## src/logic/dual_issue_pkg.sv

```systemverilog
`default_nettype none

package dual_issue_pkg;

  typedef enum logic [3:0] {
    op_nop,
    op_add,
    op_sub,
    op_and,
    op_or,
    op_lui,
    op_branch,
    op_jal,
    op_load,
    op_store,
    op_mul,
    op_div,
    op_csr
  } op_code;

  localparam int reg_bits = 5;
  localparam int seq_bits = 8;    // Wraps around
  localparam int queue_depth = 8;
  localparam int ptr_bits = $clog2(queue_depth);
  localparam int count_bits = $clog2(queue_depth + 1);

  // Opcode tables, one bit per op_code value
  localparam logic [15:0] basic_ops = 16'h00fe;    // add .. jal
  localparam logic [15:0] complex_ops = 16'h1f00;  // load .. csr
  localparam logic [15:0] wren_ops = 16'h1dbe;     // All but branch and store
  localparam logic [15:0] rden1_ops = 16'h1f5e;    // All but lui and jal
  localparam logic [15:0] rden2_ops = 16'h0e5e;    // Register-register forms, branch, store

endpackage

`default_nettype wire

```

## src/logic/pair_decoder.sv

```systemverilog
`timescale 1ns/1ps
`default_nettype none

module pair_decoder (
  input  wire                                clock,
  input  wire                                reset,
  input  wire                                flush,
  input  wire                                in_valid,
  output logic                               in_ready,
  input  wire dual_issue_pkg::op_code        in_op0,
  input  wire dual_issue_pkg::op_code        in_op1,
  input  wire [dual_issue_pkg::reg_bits-1:0] in_rd0,
  input  wire [dual_issue_pkg::reg_bits-1:0] in_rs1_0,
  input  wire [dual_issue_pkg::reg_bits-1:0] in_rs2_0,
  input  wire [dual_issue_pkg::reg_bits-1:0] in_rd1,
  input  wire [dual_issue_pkg::reg_bits-1:0] in_rs1_1,
  input  wire [dual_issue_pkg::reg_bits-1:0] in_rs2_1,
  output logic                               dec_valid,
  input  wire                                dec_ready,
  output logic                               dec_valid_0,
  output dual_issue_pkg::op_code             dec_op_0,
  output logic [dual_issue_pkg::reg_bits-1:0] dec_rd_0,
  output logic [dual_issue_pkg::reg_bits-1:0] dec_rs1_0,
  output logic [dual_issue_pkg::reg_bits-1:0] dec_rs2_0,
  output logic                               dec_complex_0,
  output logic                               dec_wren_0,
  output logic                               dec_rden1_0,
  output logic                               dec_rden2_0,
  output logic [dual_issue_pkg::seq_bits-1:0] dec_seq_0,
  output logic                               dec_valid_1,
  output dual_issue_pkg::op_code             dec_op_1,
  output logic [dual_issue_pkg::reg_bits-1:0] dec_rd_1,
  output logic [dual_issue_pkg::reg_bits-1:0] dec_rs1_1,
  output logic [dual_issue_pkg::reg_bits-1:0] dec_rs2_1,
  output logic                               dec_complex_1,
  output logic                               dec_wren_1,
  output logic                               dec_rden1_1,
  output logic                               dec_rden2_1,
  output logic [dual_issue_pkg::seq_bits-1:0] dec_seq_1
);

  logic running;
  logic keep_0;
  logic keep_1;
  logic load;
  logic [1:0] keep_count;
  dual_issue_pkg::op_code sel_op;
  logic [dual_issue_pkg::reg_bits-1:0] sel_rd;
  logic [dual_issue_pkg::reg_bits-1:0] sel_rs1;
  logic [dual_issue_pkg::reg_bits-1:0] sel_rs2;
  logic [dual_issue_pkg::seq_bits-1:0] seq_count;

  // A nop is in neither table and is dropped
  assign keep_0 = dual_issue_pkg::basic_ops[in_op0] || dual_issue_pkg::complex_ops[in_op0];
  assign keep_1 = dual_issue_pkg::basic_ops[in_op1] || dual_issue_pkg::complex_ops[in_op1];
  assign keep_count = {1'b0, keep_0} + {1'b0, keep_1};

  assign in_ready = running && !flush && (!dec_valid || dec_ready);
  assign load = in_valid && in_ready;

  // Lone survivor moves into lane 0
  assign sel_op = keep_0 ? in_op0 : in_op1;
  assign sel_rd = keep_0 ? in_rd0 : in_rd1;
  assign sel_rs1 = keep_0 ? in_rs1_0 : in_rs1_1;
  assign sel_rs2 = keep_0 ? in_rs2_0 : in_rs2_1;

  always_ff @(posedge clock) begin
    if (!reset) begin
      running <= 1'b0;
      dec_valid <= 1'b0;
      seq_count <= '0;
    end else begin
      running <= 1'b1;
      if (flush) begin
        dec_valid <= 1'b0;
      end else if (load) begin
        dec_valid <= keep_0 || keep_1;   // All-nop pair is never sent
        seq_count <= seq_count + dual_issue_pkg::seq_bits'(keep_count);
      end else if (dec_ready) begin
        dec_valid <= 1'b0;
      end
    end
  end

  always_ff @(posedge clock) begin
    if (load) begin
      dec_valid_0 <= keep_0 || keep_1;
      dec_op_0 <= sel_op;
      dec_rd_0 <= sel_rd;
      dec_rs1_0 <= sel_rs1;
      dec_rs2_0 <= sel_rs2;
      dec_complex_0 <= dual_issue_pkg::complex_ops[sel_op];
      dec_wren_0 <= dual_issue_pkg::wren_ops[sel_op] && (sel_rd != '0);
      dec_rden1_0 <= dual_issue_pkg::rden1_ops[sel_op];
      dec_rden2_0 <= dual_issue_pkg::rden2_ops[sel_op];
      dec_seq_0 <= seq_count;
      dec_valid_1 <= keep_0 && keep_1;
      dec_op_1 <= in_op1;
      dec_rd_1 <= in_rd1;
      dec_rs1_1 <= in_rs1_1;
      dec_rs2_1 <= in_rs2_1;
      dec_complex_1 <= dual_issue_pkg::complex_ops[in_op1];
      dec_wren_1 <= dual_issue_pkg::wren_ops[in_op1] && (in_rd1 != '0);
      dec_rden1_1 <= dual_issue_pkg::rden1_ops[in_op1];
      dec_rden2_1 <= dual_issue_pkg::rden2_ops[in_op1];
      dec_seq_1 <= seq_count + dual_issue_pkg::seq_bits'(1);
    end
  end

  a_hold_under_stall: assert property (@(posedge clock) disable iff (!reset || flush)
    dec_valid && !dec_ready |=> dec_valid && $stable(dec_seq_0) && $stable(dec_op_0)
      && $stable(dec_valid_1));

endmodule

`default_nettype wire

```

## src/logic/issue_queue.sv

```systemverilog
`timescale 1ns/1ps
`default_nettype none

module issue_queue (
  input  wire                                clock,
  input  wire                                reset,
  input  wire                                flush,
  input  wire                                dec_valid,
  output logic                               dec_ready,
  input  wire                                dec_valid_0,
  input  wire dual_issue_pkg::op_code        dec_op_0,
  input  wire [dual_issue_pkg::reg_bits-1:0] dec_rd_0,
  input  wire [dual_issue_pkg::reg_bits-1:0] dec_rs1_0,
  input  wire [dual_issue_pkg::reg_bits-1:0] dec_rs2_0,
  input  wire                                dec_complex_0,
  input  wire                                dec_wren_0,
  input  wire                                dec_rden1_0,
  input  wire                                dec_rden2_0,
  input  wire [dual_issue_pkg::seq_bits-1:0] dec_seq_0,
  input  wire                                dec_valid_1,
  input  wire dual_issue_pkg::op_code        dec_op_1,
  input  wire [dual_issue_pkg::reg_bits-1:0] dec_rd_1,
  input  wire [dual_issue_pkg::reg_bits-1:0] dec_rs1_1,
  input  wire [dual_issue_pkg::reg_bits-1:0] dec_rs2_1,
  input  wire                                dec_complex_1,
  input  wire                                dec_wren_1,
  input  wire                                dec_rden1_1,
  input  wire                                dec_rden2_1,
  input  wire [dual_issue_pkg::seq_bits-1:0] dec_seq_1,
  output logic                               issue_valid,
  input  wire                                issue_ready,
  output logic                               issue_pair,
  output logic                               issue_swap,
  output dual_issue_pkg::op_code             issue_op_0,
  output logic [dual_issue_pkg::reg_bits-1:0] issue_rd_0,
  output logic [dual_issue_pkg::seq_bits-1:0] issue_seq_0,
  output logic                               issue_complex_0,
  output dual_issue_pkg::op_code             issue_op_1,
  output logic [dual_issue_pkg::reg_bits-1:0] issue_rd_1,
  output logic [dual_issue_pkg::seq_bits-1:0] issue_seq_1,
  output logic                               issue_complex_1
);

  dual_issue_pkg::op_code q_op [0:dual_issue_pkg::queue_depth-1];
  logic [dual_issue_pkg::reg_bits-1:0] q_rd [0:dual_issue_pkg::queue_depth-1];
  logic [dual_issue_pkg::reg_bits-1:0] q_rs1 [0:dual_issue_pkg::queue_depth-1];
  logic [dual_issue_pkg::reg_bits-1:0] q_rs2 [0:dual_issue_pkg::queue_depth-1];
  logic [dual_issue_pkg::seq_bits-1:0] q_seq [0:dual_issue_pkg::queue_depth-1];
  logic q_complex [0:dual_issue_pkg::queue_depth-1];
  logic q_wren [0:dual_issue_pkg::queue_depth-1];
  logic q_rden1 [0:dual_issue_pkg::queue_depth-1];
  logic q_rden2 [0:dual_issue_pkg::queue_depth-1];

  logic [dual_issue_pkg::ptr_bits-1:0] wr_idx;
  logic [dual_issue_pkg::ptr_bits-1:0] wr_idx_1;
  logic [dual_issue_pkg::ptr_bits-1:0] rd_idx;
  logic [dual_issue_pkg::ptr_bits-1:0] young_idx;
  logic [dual_issue_pkg::count_bits-1:0] count;
  logic wr_en;
  logic both_complex;
  logic dep_hit;
  logic [1:0] wr_num;
  logic [1:0] rd_num;

  assign dec_ready = (count <= dual_issue_pkg::queue_depth - 2);  // Room for a full pair
  assign wr_en = dec_valid && dec_ready && !flush;
  assign wr_num = wr_en ? {1'b0, dec_valid_0} + {1'b0, dec_valid_1} : 2'd0;
  assign wr_idx_1 = wr_idx + dual_issue_pkg::ptr_bits'(dec_valid_0);

  // Oldest entry at rd_idx, next oldest right behind it
  assign young_idx = rd_idx + dual_issue_pkg::ptr_bits'(1);
  assign both_complex = q_complex[rd_idx] && q_complex[young_idx];
  assign dep_hit = q_wren[rd_idx] &&
    ((q_rden1[young_idx] && (q_rs1[young_idx] == q_rd[rd_idx])) ||
     (q_rden2[young_idx] && (q_rs2[young_idx] == q_rd[rd_idx])));

  assign issue_valid = (count != '0);
  assign issue_pair = (count > 1) && !both_complex && !dep_hit;
  assign issue_swap = issue_pair && !q_complex[rd_idx] && q_complex[young_idx];
  assign rd_num = (issue_valid && issue_ready) ? (issue_pair ? 2'd2 : 2'd1) : 2'd0;

  assign issue_op_0 = issue_swap ? q_op[young_idx] : q_op[rd_idx];
  assign issue_rd_0 = issue_swap ? q_rd[young_idx] : q_rd[rd_idx];
  assign issue_seq_0 = issue_swap ? q_seq[young_idx] : q_seq[rd_idx];
  assign issue_complex_0 = issue_swap ? q_complex[young_idx] : q_complex[rd_idx];
  assign issue_op_1 = issue_swap ? q_op[rd_idx] : q_op[young_idx];
  assign issue_rd_1 = issue_swap ? q_rd[rd_idx] : q_rd[young_idx];
  assign issue_seq_1 = issue_swap ? q_seq[rd_idx] : q_seq[young_idx];
  assign issue_complex_1 = issue_swap ? q_complex[rd_idx] : q_complex[young_idx];

  always_ff @(posedge clock) begin
    if (!reset || flush) begin
      wr_idx <= '0;
      rd_idx <= '0;
      count <= '0;
    end else begin
      wr_idx <= wr_idx + dual_issue_pkg::ptr_bits'(wr_num);
      rd_idx <= rd_idx + dual_issue_pkg::ptr_bits'(rd_num);
      count <= count + dual_issue_pkg::count_bits'(wr_num)
               - dual_issue_pkg::count_bits'(rd_num);
    end
  end

  always_ff @(posedge clock) begin
    if (wr_en && dec_valid_0) begin
      q_op[wr_idx] <= dec_op_0;
      q_rd[wr_idx] <= dec_rd_0;
      q_rs1[wr_idx] <= dec_rs1_0;
      q_rs2[wr_idx] <= dec_rs2_0;
      q_seq[wr_idx] <= dec_seq_0;
      q_complex[wr_idx] <= dec_complex_0;
      q_wren[wr_idx] <= dec_wren_0;
      q_rden1[wr_idx] <= dec_rden1_0;
      q_rden2[wr_idx] <= dec_rden2_0;
    end
    if (wr_en && dec_valid_1) begin
      q_op[wr_idx_1] <= dec_op_1;
      q_rd[wr_idx_1] <= dec_rd_1;
      q_rs1[wr_idx_1] <= dec_rs1_1;
      q_rs2[wr_idx_1] <= dec_rs2_1;
      q_seq[wr_idx_1] <= dec_seq_1;
      q_complex[wr_idx_1] <= dec_complex_1;
      q_wren[wr_idx_1] <= dec_wren_1;
      q_rden1[wr_idx_1] <= dec_rden1_1;
      q_rden2[wr_idx_1] <= dec_rden2_1;
    end
  end

  a_count_bound: assert property (@(posedge clock) disable iff (!reset)
    count <= dual_issue_pkg::queue_depth);

  a_lane1_basic: assert property (@(posedge clock) disable iff (!reset || flush)
    issue_valid && issue_pair |-> !issue_complex_1);

endmodule

`default_nettype wire

```

## src/logic/program_order_retire.sv

```systemverilog
`timescale 1ns/1ps
`default_nettype none

module program_order_retire (
  input  wire                                clock,
  input  wire                                reset,
  input  wire                                flush,
  input  wire                                issue_valid,
  output logic                               issue_ready,
  input  wire                                issue_pair,
  input  wire                                issue_swap,
  input  wire dual_issue_pkg::op_code        issue_op_0,
  input  wire [dual_issue_pkg::reg_bits-1:0] issue_rd_0,
  input  wire [dual_issue_pkg::seq_bits-1:0] issue_seq_0,
  input  wire                                issue_complex_0,
  input  wire dual_issue_pkg::op_code        issue_op_1,
  input  wire [dual_issue_pkg::reg_bits-1:0] issue_rd_1,
  input  wire [dual_issue_pkg::seq_bits-1:0] issue_seq_1,
  input  wire                                issue_complex_1,
  output logic                               retire_valid,
  input  wire                                retire_ready,
  output dual_issue_pkg::op_code             retire_op,
  output logic [dual_issue_pkg::reg_bits-1:0] retire_rd,
  output logic [dual_issue_pkg::seq_bits-1:0] retire_seq,
  output logic                               retire_dual
);

  logic have_old;
  logic have_young;
  logic accept;
  logic emit;
  logic dual;
  dual_issue_pkg::op_code old_op;
  dual_issue_pkg::op_code young_op;
  logic [dual_issue_pkg::reg_bits-1:0] old_rd;
  logic [dual_issue_pkg::reg_bits-1:0] young_rd;
  logic [dual_issue_pkg::seq_bits-1:0] old_seq;
  logic [dual_issue_pkg::seq_bits-1:0] young_seq;

  assign issue_ready = !have_old && !have_young;   // Only takes a group when empty
  assign accept = issue_valid && issue_ready && !flush;

  assign retire_valid = have_old || have_young;
  assign emit = retire_valid && retire_ready;
  assign retire_op = have_old ? old_op : young_op;
  assign retire_rd = have_old ? old_rd : young_rd;
  assign retire_seq = have_old ? old_seq : young_seq;
  assign retire_dual = dual;

  always_ff @(posedge clock) begin
    if (!reset || flush) begin
      have_old <= 1'b0;
      have_young <= 1'b0;
    end else if (accept) begin
      have_old <= 1'b1;
      have_young <= issue_pair;
    end else if (emit) begin
      if (have_old) begin
        have_old <= 1'b0;    // Oldest goes first
      end else begin
        have_young <= 1'b0;
      end
    end
  end

  // Swap undone here, so the slots hold program order
  always_ff @(posedge clock) begin
    if (accept) begin
      dual <= issue_pair;
      old_op <= issue_swap ? issue_op_1 : issue_op_0;
      old_rd <= issue_swap ? issue_rd_1 : issue_rd_0;
      old_seq <= issue_swap ? issue_seq_1 : issue_seq_0;
      young_op <= issue_swap ? issue_op_0 : issue_op_1;
      young_rd <= issue_swap ? issue_rd_0 : issue_rd_1;
      young_seq <= issue_swap ? issue_seq_0 : issue_seq_1;
    end
  end

  a_pair_consecutive: assert property (@(posedge clock) disable iff (!reset || flush)
    accept && issue_pair |=> (young_seq - old_seq) == dual_issue_pkg::seq_bits'(1));

  // A swap only ever moves a complex instruction forward
  a_swap_complex_first: assert property (@(posedge clock) disable iff (!reset || flush)
    issue_valid && issue_swap |-> issue_complex_0 && !issue_complex_1);

endmodule

`default_nettype wire

```

## src/logic/dual_issue_top.sv

```systemverilog
`timescale 1ns/1ps
`default_nettype none

module dual_issue_top (
  input  wire                                clock,
  input  wire                                reset,
  input  wire                                flush,
  input  wire                                in_valid,
  output logic                               in_ready,
  input  wire dual_issue_pkg::op_code        in_op0,
  input  wire dual_issue_pkg::op_code        in_op1,
  input  wire [dual_issue_pkg::reg_bits-1:0] in_rd0,
  input  wire [dual_issue_pkg::reg_bits-1:0] in_rs1_0,
  input  wire [dual_issue_pkg::reg_bits-1:0] in_rs2_0,
  input  wire [dual_issue_pkg::reg_bits-1:0] in_rd1,
  input  wire [dual_issue_pkg::reg_bits-1:0] in_rs1_1,
  input  wire [dual_issue_pkg::reg_bits-1:0] in_rs2_1,
  output logic                               retire_valid,
  input  wire                                retire_ready,
  output dual_issue_pkg::op_code             retire_op,
  output logic [dual_issue_pkg::reg_bits-1:0] retire_rd,
  output logic [dual_issue_pkg::seq_bits-1:0] retire_seq,
  output logic                               retire_dual
);

  logic dec_valid;
  logic dec_ready;
  logic dec_valid_0;
  logic dec_valid_1;
  dual_issue_pkg::op_code dec_op_0;
  dual_issue_pkg::op_code dec_op_1;
  logic [dual_issue_pkg::reg_bits-1:0] dec_rd_0;
  logic [dual_issue_pkg::reg_bits-1:0] dec_rd_1;
  logic [dual_issue_pkg::reg_bits-1:0] dec_rs1_0;
  logic [dual_issue_pkg::reg_bits-1:0] dec_rs1_1;
  logic [dual_issue_pkg::reg_bits-1:0] dec_rs2_0;
  logic [dual_issue_pkg::reg_bits-1:0] dec_rs2_1;
  logic dec_complex_0;
  logic dec_complex_1;
  logic dec_wren_0;
  logic dec_wren_1;
  logic dec_rden1_0;
  logic dec_rden1_1;
  logic dec_rden2_0;
  logic dec_rden2_1;
  logic [dual_issue_pkg::seq_bits-1:0] dec_seq_0;
  logic [dual_issue_pkg::seq_bits-1:0] dec_seq_1;

  logic issue_valid;
  logic issue_ready;
  logic issue_pair;
  logic issue_swap;
  dual_issue_pkg::op_code issue_op_0;
  dual_issue_pkg::op_code issue_op_1;
  logic [dual_issue_pkg::reg_bits-1:0] issue_rd_0;
  logic [dual_issue_pkg::reg_bits-1:0] issue_rd_1;
  logic [dual_issue_pkg::seq_bits-1:0] issue_seq_0;
  logic [dual_issue_pkg::seq_bits-1:0] issue_seq_1;
  logic issue_complex_0;
  logic issue_complex_1;

  // Port names match across the blocks
  pair_decoder i_pair_decoder (.*);

  issue_queue i_issue_queue (.*);

  program_order_retire i_program_order_retire (.*);

endmodule

`default_nettype wire

```

## config.mk

```make
export PLATFORM = sky130hd
export DESIGN_NAME = dual_issue_top
export DESIGN_NICKNAME = d
export VERILOG_FILES = /design/src/logic/dual_issue_pkg.sv /design/src/logic/pair_decoder.sv /design/src/logic/issue_queue.sv /design/src/logic/program_order_retire.sv /design/src/logic/dual_issue_top.sv
export SDC_FILE = /design/constraint.sdc
export NUM_CORES = 1
export LEC_CHECK = 0
export ABC_AREA = 1
export BUFFER_PORTS_ARGS = -buffer_cell sky130_fd_sc_hd__buf_2
export CAP_MARGIN = 20
export CORE_MARGIN = 2
export CORE_UTILIZATION = 33
export DETAILED_ROUTE_END_ITERATION = 16
export GPL_TIMING_DRIVEN = 1
export HOLD_SLACK_MARGIN = 0.1
export PLACE_DENSITY = 0.44
export REMOVE_ABC_BUFFERS = 1
export SYNTH_ARGS = -nofsm -noshare
export SYNTH_HDL_FRONTEND = slang
export SYNTH_SLANG_ARGS = --single-unit
```

## constraint.sdc

```tcl
create_clock -name clock -period 10.9 [get_ports clock]
set_input_delay 1.635 -clock clock [delete_from_list [all_inputs] [get_ports clock]]
set_output_delay 1.635 -clock clock [all_outputs]
set_load 0.005 [all_outputs]
```

==> results of run 1 <==
==> final timing paths <==
| check | startpoint | endpoint | slack (ns) | cells past startpoint |
|---|---|---|---|---|
| setup / recovery | i_issue_queue.rd_idx[0]$_SDFF_PP0_ | i_issue_queue.count[3]$_SDFF_PP0_ | 6.05 | 22 |
| setup reg to reg | i_issue_queue.rd_idx[0]$_SDFF_PP0_ | i_issue_queue.count[3]$_SDFF_PP0_ | 6.05 | 22 |
| hold / removal | i_program_order_retire.have_young$_SDFFE_PP0P_ | i_program_order_retire.have_young$_SDFFE_PP0P_ | 0.47 | 2 |
| hold reg to reg | i_program_order_retire.have_young$_SDFFE_PP0P_ | i_program_order_retire.have_young$_SDFFE_PP0P_ | 0.47 | 2 |
==> worst max-delay path, cell delays in order (launching register included) <==
cell and delay, ns:
dfxtp_4 0.42, inv_4 0.55, buf_4 0.93, nand2_1 0.10, nand3_1 0.13, nand2_1 0.07
nand2_1 0.06, nand2_1 0.08, nand2_1 0.07, nand2_1 0.06, nor2_1 0.19, nand3_1 0.11
nand2_1 0.10, nand2_1 0.11, nand2_1 0.12, nor2_1 0.08, fa_1 0.52, inv_1 0.06
ha_1 0.28, a21o_1 0.16, a21oi_1 0.16, nand2_1 0.06, nor3b_1 0.13
==> logic make-up (layout without fill, tap and decap cells) <==
logic type / count (synthesis) / after routing / synth area share
AO/OA/AOI/OAI: 552 / 552 / 0.156
XOR/XNOR: 12 / 12 / 0.00659
adder cells (fa/ha/maj): 20 / 20 / 0.0144
buffers and inverters: 397 / 410 / 0.0915
flip-flops: 369 / 369 / 0.545
multiplexers: 17 / 17 / 0.00961
AND/OR/NAND/NOR: 855 / 855 / 0.177
==> cells in the final DEF (no fill, tap or decap), types with 3 or more instances in the layout <==
cell and instances:
a21oi_1 96, a221oi_1 5, a31oi_1 30, buf_2 62, buf_4 29, clkbuf_1 10, clkbuf_16 45, clkbuf_8 4
clkinv_1 12, clkinv_2 9, dfxtp_1 19, edfxtp_1 347, fa_1 5, ha_1 14, inv_1 227, inv_2 6
mux2_2 17, nand2_1 633, nand3_1 104, nand4_4 4, nor2_1 92, nor2_4 3, nor3_1 4, o211ai_1 14
o21a_1 4, o21ai_0 177, o21ai_1 151, o21ai_2 59, o21ai_4 8, or2_2 3, xor2_1 8
==> area by class of cell <==
cell class              instances  area (um^2)  area share
clock buffers                  59         1220      0.0553
clock inverters                24          163     0.00739
inverters                     235          886      0.0402
multi-input cells            1456         7360       0.334
flip-flops and latches        369        10900       0.494
well taps                     782          978      0.0444
repair buffers                 92          548      0.0249
==> routing by layer <==
layer | vias to the layer above | track usage | share of wire
li1 | 7428 | - | -
met1 | 7305 | 0.275 | 0.46
met2 | 420 | 0.326 | 0.46
met3 | 109 | 0.0292 | 0.052
met4 | 0 | 0.0609 | 0.028
met5 | - | 0 | 0
==> per-stage QoR <==
stage,area (um^2),utilization,power (mW)
floorplan,19000,-,2.38
finish,22000,0.367,4.16
detailed placement,20600,0.344,2.74
global route,22000,0.367,4.38
global placement,20600,0.344,2.73
CTS,22000,0.367,4.19
==> state kept, by name (all words and copies together), names as in the netlist, 5 cells and up <==
register / flops
i_issue_queue.q_seq: 64
i_issue_queue.q_rd: 40
i_issue_queue.q_rs1: 40
i_issue_queue.q_rs2: 40
i_issue_queue.q_op: 32
i_issue_queue.q_complex: 8
i_issue_queue.q_rden1: 8
i_issue_queue.q_rden2: 8
i_issue_queue.q_wren: 8
i_pair_decoder.dec_seq_0: 8
i_pair_decoder.dec_seq_1: 8
i_pair_decoder.seq_count: 8
i_program_order_retire.old_seq: 8
i_program_order_retire.young_seq: 8
i_pair_decoder.dec_rd_0: 5
i_pair_decoder.dec_rd_1: 5
i_pair_decoder.dec_rs1_0: 5
i_pair_decoder.dec_rs1_1: 5
i_pair_decoder.dec_rs2_0: 5
i_pair_decoder.dec_rs2_1: 5
i_program_order_retire.old_rd: 5
i_program_order_retire.young_rd: 5
==> where the power goes <==
part / switching [mW] / internal, mW / total [mW]
clock network: 0.619 / 0.831 / 1.45
registers: 0.0329 / 1.64 / 1.67
logic: 0.717 / 0.326 / 1.04
total: 1.37 / 2.79 / 4.16
==> results.yml, run 1 <==
run_status:
  outcome: "completed"
synth:
  ys_top_cells_by_area: "edfxtp_1 (52%), nand2_1 (12%), o21ai_0 (4.6%)"
  synth_warnings: 0
  synth-main-ff-cell: "edfxtp_1"
  ys_top_cells_by_count: "nand2_1 (633), edfxtp_1 (347), inv_1 (228), o21ai_0 (185), o21ai_1 (151)"
  async_reset_ff_frac: 0
  synthCells: 2222
  synth_cell_types: 48
  syn_avg_cell_area_um2: 8.97
  yosysTopAreaCell: "edfxtp_1"
  synth.yosys.seq_area_share: 0.545
  ys_seq_elements: 369
  synth_top_cell_area_share: 0.523
  synth_edf_count: 347
  synth_most_common_cell: "nand2_1"
  synth_area_mm2: 0.0199
clocking:
  cts_made_buffers: 45
  clock_latency_ns: 0.59
  htreeDepth: 2
  cts_root_buf: "clkbuf_16"
  cts_resized: 0
  cts_hold_buf: 0
  clock_path_buffers: 3
  clock_sinks: 369
  cts_post_setup_buffers_inserted: 0
  cts_tree: "done"
  path_clk_slew_ns: 0.06
route:
  vias: 15262
  drc: 0
  ant_nets: 0
  avgRoutedWirePerCell_um: 20.8
  first_iter_violations: 1398
  vias_per_cell: 5.06
  dr.pass1.iters: 5
  wl_um: 62600
setup_path:
  crit_arrival_ns: 5.30
  worstSetupPathType: "register to register"
  crit_required_ns: 11.35
  end_kind: "register"
  start_kind: "register"
  crit_fanout: 97
sta:
  worst_slack_ns: 6.05
  period_needed_ns: 4.85
  finalCritPeriodShare: 0.445
  hold_slack_ns: 0.470
  worst_pin_slew_ns: 1.14
  setup_violations: 0
  tns_ns: 0
  finalHoldViolCount: 0
  drv_slew: 0
  slew_headroom: 0.241
  fmax_mhz: 206
  fin_worst_skew_ns: 0.0232
  rsz0062_at_grt: "false"
placed_design:
  io_buffers: 62
  dp_hpwl_um: 35500
  gp_congestion: 0.769
  place_inst: 2933
  place_ws_ns: 6.10
flow_run:
  cap_violations: 0
floorplanning:
  initial_core_util: 0.332
  pin_count: 63
  dieWidth_um: 250
  rows: 90
  die_h_um: 250
  core_mm2: 0.0600
  dieArea_mm2: 0.0624
finish:
  final_cell_count_no_fill: 3017
  layout.nets: 2262
  drive_above_1_share: 0.121
  nFillCells: 6026
  antenna_cells: 0
  syn_to_final_growth_pct: 10.5
grt:
  grtUsageTotal: 0.200
  grt_antenna_before_repair: 0
  grt-ovfl-total: 0
  grt_pass1_wl_um: 92900
  grt_max_degree: 113
  first_global_vias: 14482
power:
  p_leak_nw: 9.03
  peakVddDrop_mv: 0.0915
  powerDensity_mw_per_mm2: 189
worst_hold_path:
  hp-class: "register to register"
(Power assumes the default switching activity.)
==> inputs of run 2 (changes only) <==
- clock period: 10.9 -> 4.8 ns (I/O delays scaled with it)
==> run 2 against run 1 <==
Routed wire length is 0.86% lower. Sequential power is 130% higher. Sequential share of layout area is 0.53 points lower. Final cell count is 0.33% higher. Register-to-register slack worse by 5.2 ns. Fmax is 22% higher. Via count hardly changed. Cell area is 1.1% higher.
==> results.yml, run 2 (synthesized netlist as in run 1, its figures left out) <==
finish:
  final_cell_mix: "nand2_1 (633), edfxtp_1 (347), inv_1 (227)"
  utilization: 0.371
  largest-register: "i_issue_queue.q_seq"
  layout_commonest_cell: "nand2_1"
  drive_above_1_share: 0.128
  layout.nets: 2273
  largest_register_ffs: 64
  syn_to_final_growth_pct: 11.7
  antenna_cells: 0
clocking:
  cts_hold_buf: 0
  cts_made_buffers: 45
  clock_path_buffers: 3
  htreeDepth: 2
  cts_post_setup_buffers_inserted: 0
  path_clk_slew_ns: 0.06
  clock_sinks: 369
  clock_latency_ns: 0.60
  cts_resized: 0
  cts_tree: "done"
  cts_root_buf: "clkbuf_16"
power:
  powerDensity_mw_per_mm2: 432
  peakVddDrop_mv: 0.207
  p_leak_nw: 9.14
  finalPower_mw: 9.62
sta:
  drv_slew: 0
  period_needed_ns: 3.99
  rsz0062_at_grt: "false"
  hold_slack_ns: 0.312
  finalHoldViolCount: 0
  setup_violations: 0
  finalCritPeriodShare: 0.830
  slew_headroom: 0.250
  fmax_mhz: 251
  worst_pin_slew_ns: 1.12
  fin_worst_skew_ns: 0.0311
setup_path:
  cp_slowest_stage_delay_ns: 0.62
  worstSetupPathType: "register to register"
  crit_slowest_cell: "dfxtp_2"
  critPathMostFrequentCell: "nand2_1"
  start_kind: "register"
  path_cells: "xor2_4 > buf_4 > nand2_1 > nand2_1 > nor2_1 > nor2_1 > nand3_1 > nand2_1 > nand2_1 > nand2_1 > nor2_1 > fa_1 > inv_1 > ha_1 > a21o_1 > a21oi_1 > nand2_1 > nor3b_1"
  crit_arrival_ns: 4.45
  crit_fanout: 15
  end_kind: "register"
  critPathTopFamily: "simple AND/OR/NAND/NOR gates"
  cp.buffers_inverters: 2
  crit_required_ns: 5.26
placed_design:
  dp_hpwl_um: 37100
  io_buffers: 62
  gp_congestion: 0.842
grt:
  first_global_vias: 14686
  grt_antenna_before_repair: 2
  grt_max_degree: 97
  grt-ovfl-total: 0
  grtUsageTotal: 0.201
  grt_pass1_wl_um: 93800
floorplanning:
  dieWidth_um: 250
  dieArea_mm2: 0.0624
  initial_core_util: 0.332
  core_mm2: 0.0600
  rows: 90
  pin_count: 63
  die_h_um: 250
route:
  first_iter_violations: 1151
  dr.pass1.iters: 5
  drc: 0
  vias_per_cell: 5.04
  ant_nets: 0
  wl_um: 62100
  vias: 15249
  avgRoutedWirePerCell_um: 20.5
worst_hold_path:
  hp-class: "input pin to register"
flow_run:
  cap_violations: 0
run_status:
  outcome: "completed"
run 2: final cells by class:
| type | instances | area (um^2) |
|---|---|---|
| tap | 782 | 978 |
| timing repair buffer | 103 | 688 |
| inverter | 235 | 886 |
| clock buffer | 61 | 1250 |
| fill | 6013 | 37800 |
| multi-input combinational | 1456 | 7360 |
| sequential | 369 | 10900 |
| clock inverter | 21 | 234 |
run 2: worst paths after layout:
kind	startpoint	end	slack (ns)	cells past startpoint
worst max-delay path	i_issue_queue.rd_idx[2]$_SDFF_PP0_	i_issue_queue.count[3]$_SDFF_PP0_	0.81	18
worst min-delay path	in_rs2_1[2]	i_pair_decoder.dec_rs2_1[2]$_DFFE_PP_	0.31	1
worst max register to register	i_issue_queue.rd_idx[2]$_SDFF_PP0_	i_issue_queue.count[3]$_SDFF_PP0_	0.81	18
worst min register to register	i_program_order_retire.have_young$_SDFFE_PP0P_	i_program_order_retire.have_young$_SDFFE_PP0P_	0.47	2
run 2: power by group:
part	internal (mW)	switching, mW
Sequential	3.71	0.0596
Combinational	0.766	1.62
Clock	2.04	1.42
Total	6.52	3.10
run 2: metrics by stage:
step                      worst slack (ns)  TNS [ns]  area [um^2]  cells
after global routing                 0.423         0        22300   3027
after detailed placement             0.818         0        20800   2944
after global placement               0.877         0        20700   2943
after CTS                            0.811         0        22300   3026
after floorplan                      -3.81   -103.21        19000   2060
final                                0.814         0        22300   3027
run 2: layer usage:
metal  routed length (um)  global-route usage  vias up
met2                28800               0.332      382
met5                    0                   0        -
li1                     -                   -     7451
met1                28500               0.273     7321
met4                 1540              0.0561        0
met3                 3190              0.0297       95
==> inputs of run 3 (changes only) <==
- ABC_AREA: 1 -> 0
- clock period: 4.8 -> 4.1 ns (I/O delays scaled with it)
==> run 3 against run 2 <==
Routed wire length shrank 9.4%. Clock skew shrank 0.018 ns. Flip-flop and latch count is the same. First-iteration DRC count shrank 42%. Highest routed layer unchanged.
==> results.yml, run 3 <==
setup_path:
  crit_arrival_ns: 4.38
  worstSetupPathType: "register to register"
  path_cells: "ha_4 > buf_12 > mux4_2 > and3_1 > a311o_1 > a21oi_2 > o211ai_4 > buf_4 > nor2b_4 > ha_1 > inv_1 > ha_1 > fa_1 > xnor2_1 > nor2_1"
  end_kind: "register"
  crit_required_ns: 4.54
  critPathMostFrequentCell: "ha_1"
  cp_slowest_stage_delay_ns: 0.53
  crit_fanout: 21
  crit_slowest_cell: "mux4_2"
  start_kind: "register"
route:
  avgRoutedWirePerCell_um: 26.9
  ant_nets: 0
  vias: 11077
  first_iter_violations: 671
  wl_um: 56300
  drc: 0
  vias_per_cell: 5.30
  dr.pass1.iters: 5
grt:
  grt_pass1_wl_um: 81900
  first_global_vias: 11562
  grt_max_degree: 42
  grt-ovfl-total: 0
  grtUsageTotal: 0.189
  grt_antenna_before_repair: 3
synth:
  async_reset_ff_frac: 0
  synth.yosys.seq_area_share: 0.561
  yosysTopAreaCell: "edfxtp_1"
  ys_top_cells_by_count: "edfxtp_1 (347), mux2_2 (305), mux4_2 (79), nand2_1 (71), mux2i_1 (35)"
  syn_avg_cell_area_um2: 16.1
  synth_top_cell_area_share: 0.538
  synth_edf_count: 347
  synth_most_common_cell: "edfxtp_1"
  ys_top_cells_by_area: "edfxtp_1 (54%), mux2_2 (18%), mux4_2 (9.2%)"
  synth_area_mm2: 0.0194
  synth_warnings: 0
  ys_seq_elements: 369
  synthCells: 1200
  synth-main-ff-cell: "edfxtp_1"
  synth_cell_types: 63
floorplanning:
  dieArea_mm2: 0.0606
  initial_core_util: 0.335
  rows: 88
  pin_count: 63
  core_mm2: 0.0578
  die_h_um: 246
  dieWidth_um: 246
finish:
  drive_above_1_share: 0.453
  nFillCells: 5368
  layout_commonest_cell: "edfxtp_1"
  final_cell_mix: "edfxtp_1 (347), mux2_2 (305), mux4_2 (79)"
  largest_register_ffs: 64
  antenna_cells: 0
  design_area_mm2: 0.0224
  layout.nets: 1353
  largest-register: "i_issue_queue.q_seq"
  syn_to_final_growth_pct: 15.5
clocking:
  cts_root_buf: "clkbuf_16"
  clock_sinks: 369
  cts_tree: "done"
  path_clk_slew_ns: 0.06
  clock_path_buffers: 3
  clock_latency_ns: 0.58
  htreeDepth: 2
  cts_made_buffers: 44
sta:
  worst_pin_slew_ns: 0.946
  fmax_mhz: 254
  setup_violations: 0
  slew_headroom: 0.368
  tns_ns: 0
  period_needed_ns: 3.94
  drv_slew: 0
  finalHoldViolCount: 0
  finalCritPeriodShare: 0.961
  fin_worst_skew_ns: 0.0128
power:
  peakVddDrop_mv: 0.273
  p_leak_nw: 7.37
  powerDensity_mw_per_mm2: 491
worst_hold_path:
  hp-class: "input pin to register"
flow_run:
  cap_violations: 0
placed_design:
  dp_hpwl_um: 35300
  io_buffers: 62
  gp_congestion: 0.800
  place_area_mm2: 0.0208
run_status:
  outcome: "completed"
==> run 3: changes by cell type after synthesis, sizes merged, moves of 20 or more <==
| cell | previous run | this run |
|---|---|---|
| a21oi | 96 | 11 |
| a31oi | 30 | 0 |
| buf | 124 | 52 |
| clkbuf | 38 | 18 |
| inv | 235 | 20 |
| mux2 | 17 | 311 |
| mux2i | 0 | 35 |
| mux4 | 0 | 93 |
| nand2 | 635 | 71 |
| nand3 | 106 | 14 |
| nor2 | 98 | 22 |
| o21ai | 395 | 19 |
| xnor2 | 3 | 29 |
==> run 3: final timing paths <==
path                                                                startpoint                                              to  slack [ns]  cells after the start
worst max-delay path                        i_issue_queue.rd_idx[0]$_SDFF_PP0_               i_issue_queue.count[2]$_SDFF_PP0_        0.16                     15
worst min-delay path                                               in_rs1_1[3]           i_pair_decoder.dec_rs1_1[3]$_DFFE_PP_        0.23                      1
worst max register to register              i_issue_queue.rd_idx[0]$_SDFF_PP0_               i_issue_queue.count[2]$_SDFF_PP0_        0.16                     15
worst min register to register  i_program_order_retire.have_young$_SDFFE_PP0P_  i_program_order_retire.have_young$_SDFFE_PP0P_        0.48                      2
==> run 3: per-layer routing <==
| layer | vias to the layer above | GRT usage | wire (um) |
|---|---|---|---|
| li1 | 4960 | - | - |
| met1 | 5798 | 0.255 | 25200 |
| met2 | 241 | 0.317 | 27500 |
| met3 | 78 | 0.0295 | 2360 |
| met4 | 0 | 0.0503 | 1300 |
| met5 | - | 0 | 0 |
==> run 3: cell families after synthesis <==
family	after synthesis	share of synthesized area
AOI/OAI and AO/OA	66	0.0228
xor gates and xnor gates	46	0.0208
adders and majority gates	20	0.0149
buffers and inverters	90	0.0256
DFF	369	0.561
muxes	439	0.310
and+or+nand+nor	170	0.0450
==> run 3: worst max-delay path, delay by kind of cell, from the launching register on <==
family	cells	cell delay (ns)
adders and majority gates	4	1.26
xor gates and xnor gates	1	0.15
AOI/OAI and AO/OA	3	0.70
and+or+nand+nor	3	0.37
DFF	1	0.36
buffers and inverters	3	0.41
muxes	1	0.53
==> run 3: area by class of cell <==
type	instances	area, um^2	area share
sequential	369	10900	0.486
multi-input combinational	741	8160	0.365
clock buffer	57	1170	0.0524
tap	765	957	0.0428
timing repair buffer	114	871	0.0390
clock inverter	24	248	0.0111
inverter	20	75.1	0.00336
==> run 3: repair_timing <==
item,CTS,global route
hold buffers,0,0
resized for setup,0,12
setup endpoints to repair,0,2
buffers inserted,0,5
==> run 3: through the flow <==
step           worst slack (ns)  cells  utilization  power, mW  hold slack, ns
6_report                  0.160   2090        0.387       11.0           0.225
5_1_grt                 -0.0109   2090        0.387       11.5           0.203
4_1_cts                  0.0974   2085        0.385       11.0           0.185
3_5_place_dp              0.141   2004        0.361       7.07           0.469
3_3_place_gp              0.132   2004        0.361       7.05           0.462
2_1_floorplan             -4.74   1130            -       6.36           0.441
==> run 3: power by group <==
| group | switching [mW] | total, mW | internal [mW] | leakage (nW) |
|---|---|---|---|---|
| registers | 0.0782 | 4.40 | 4.32 | 3.33 |
| clock network | 1.61 | 3.94 | 2.33 | 0.699 |
| logic | 1.30 | 2.64 | 1.35 | 3.34 |
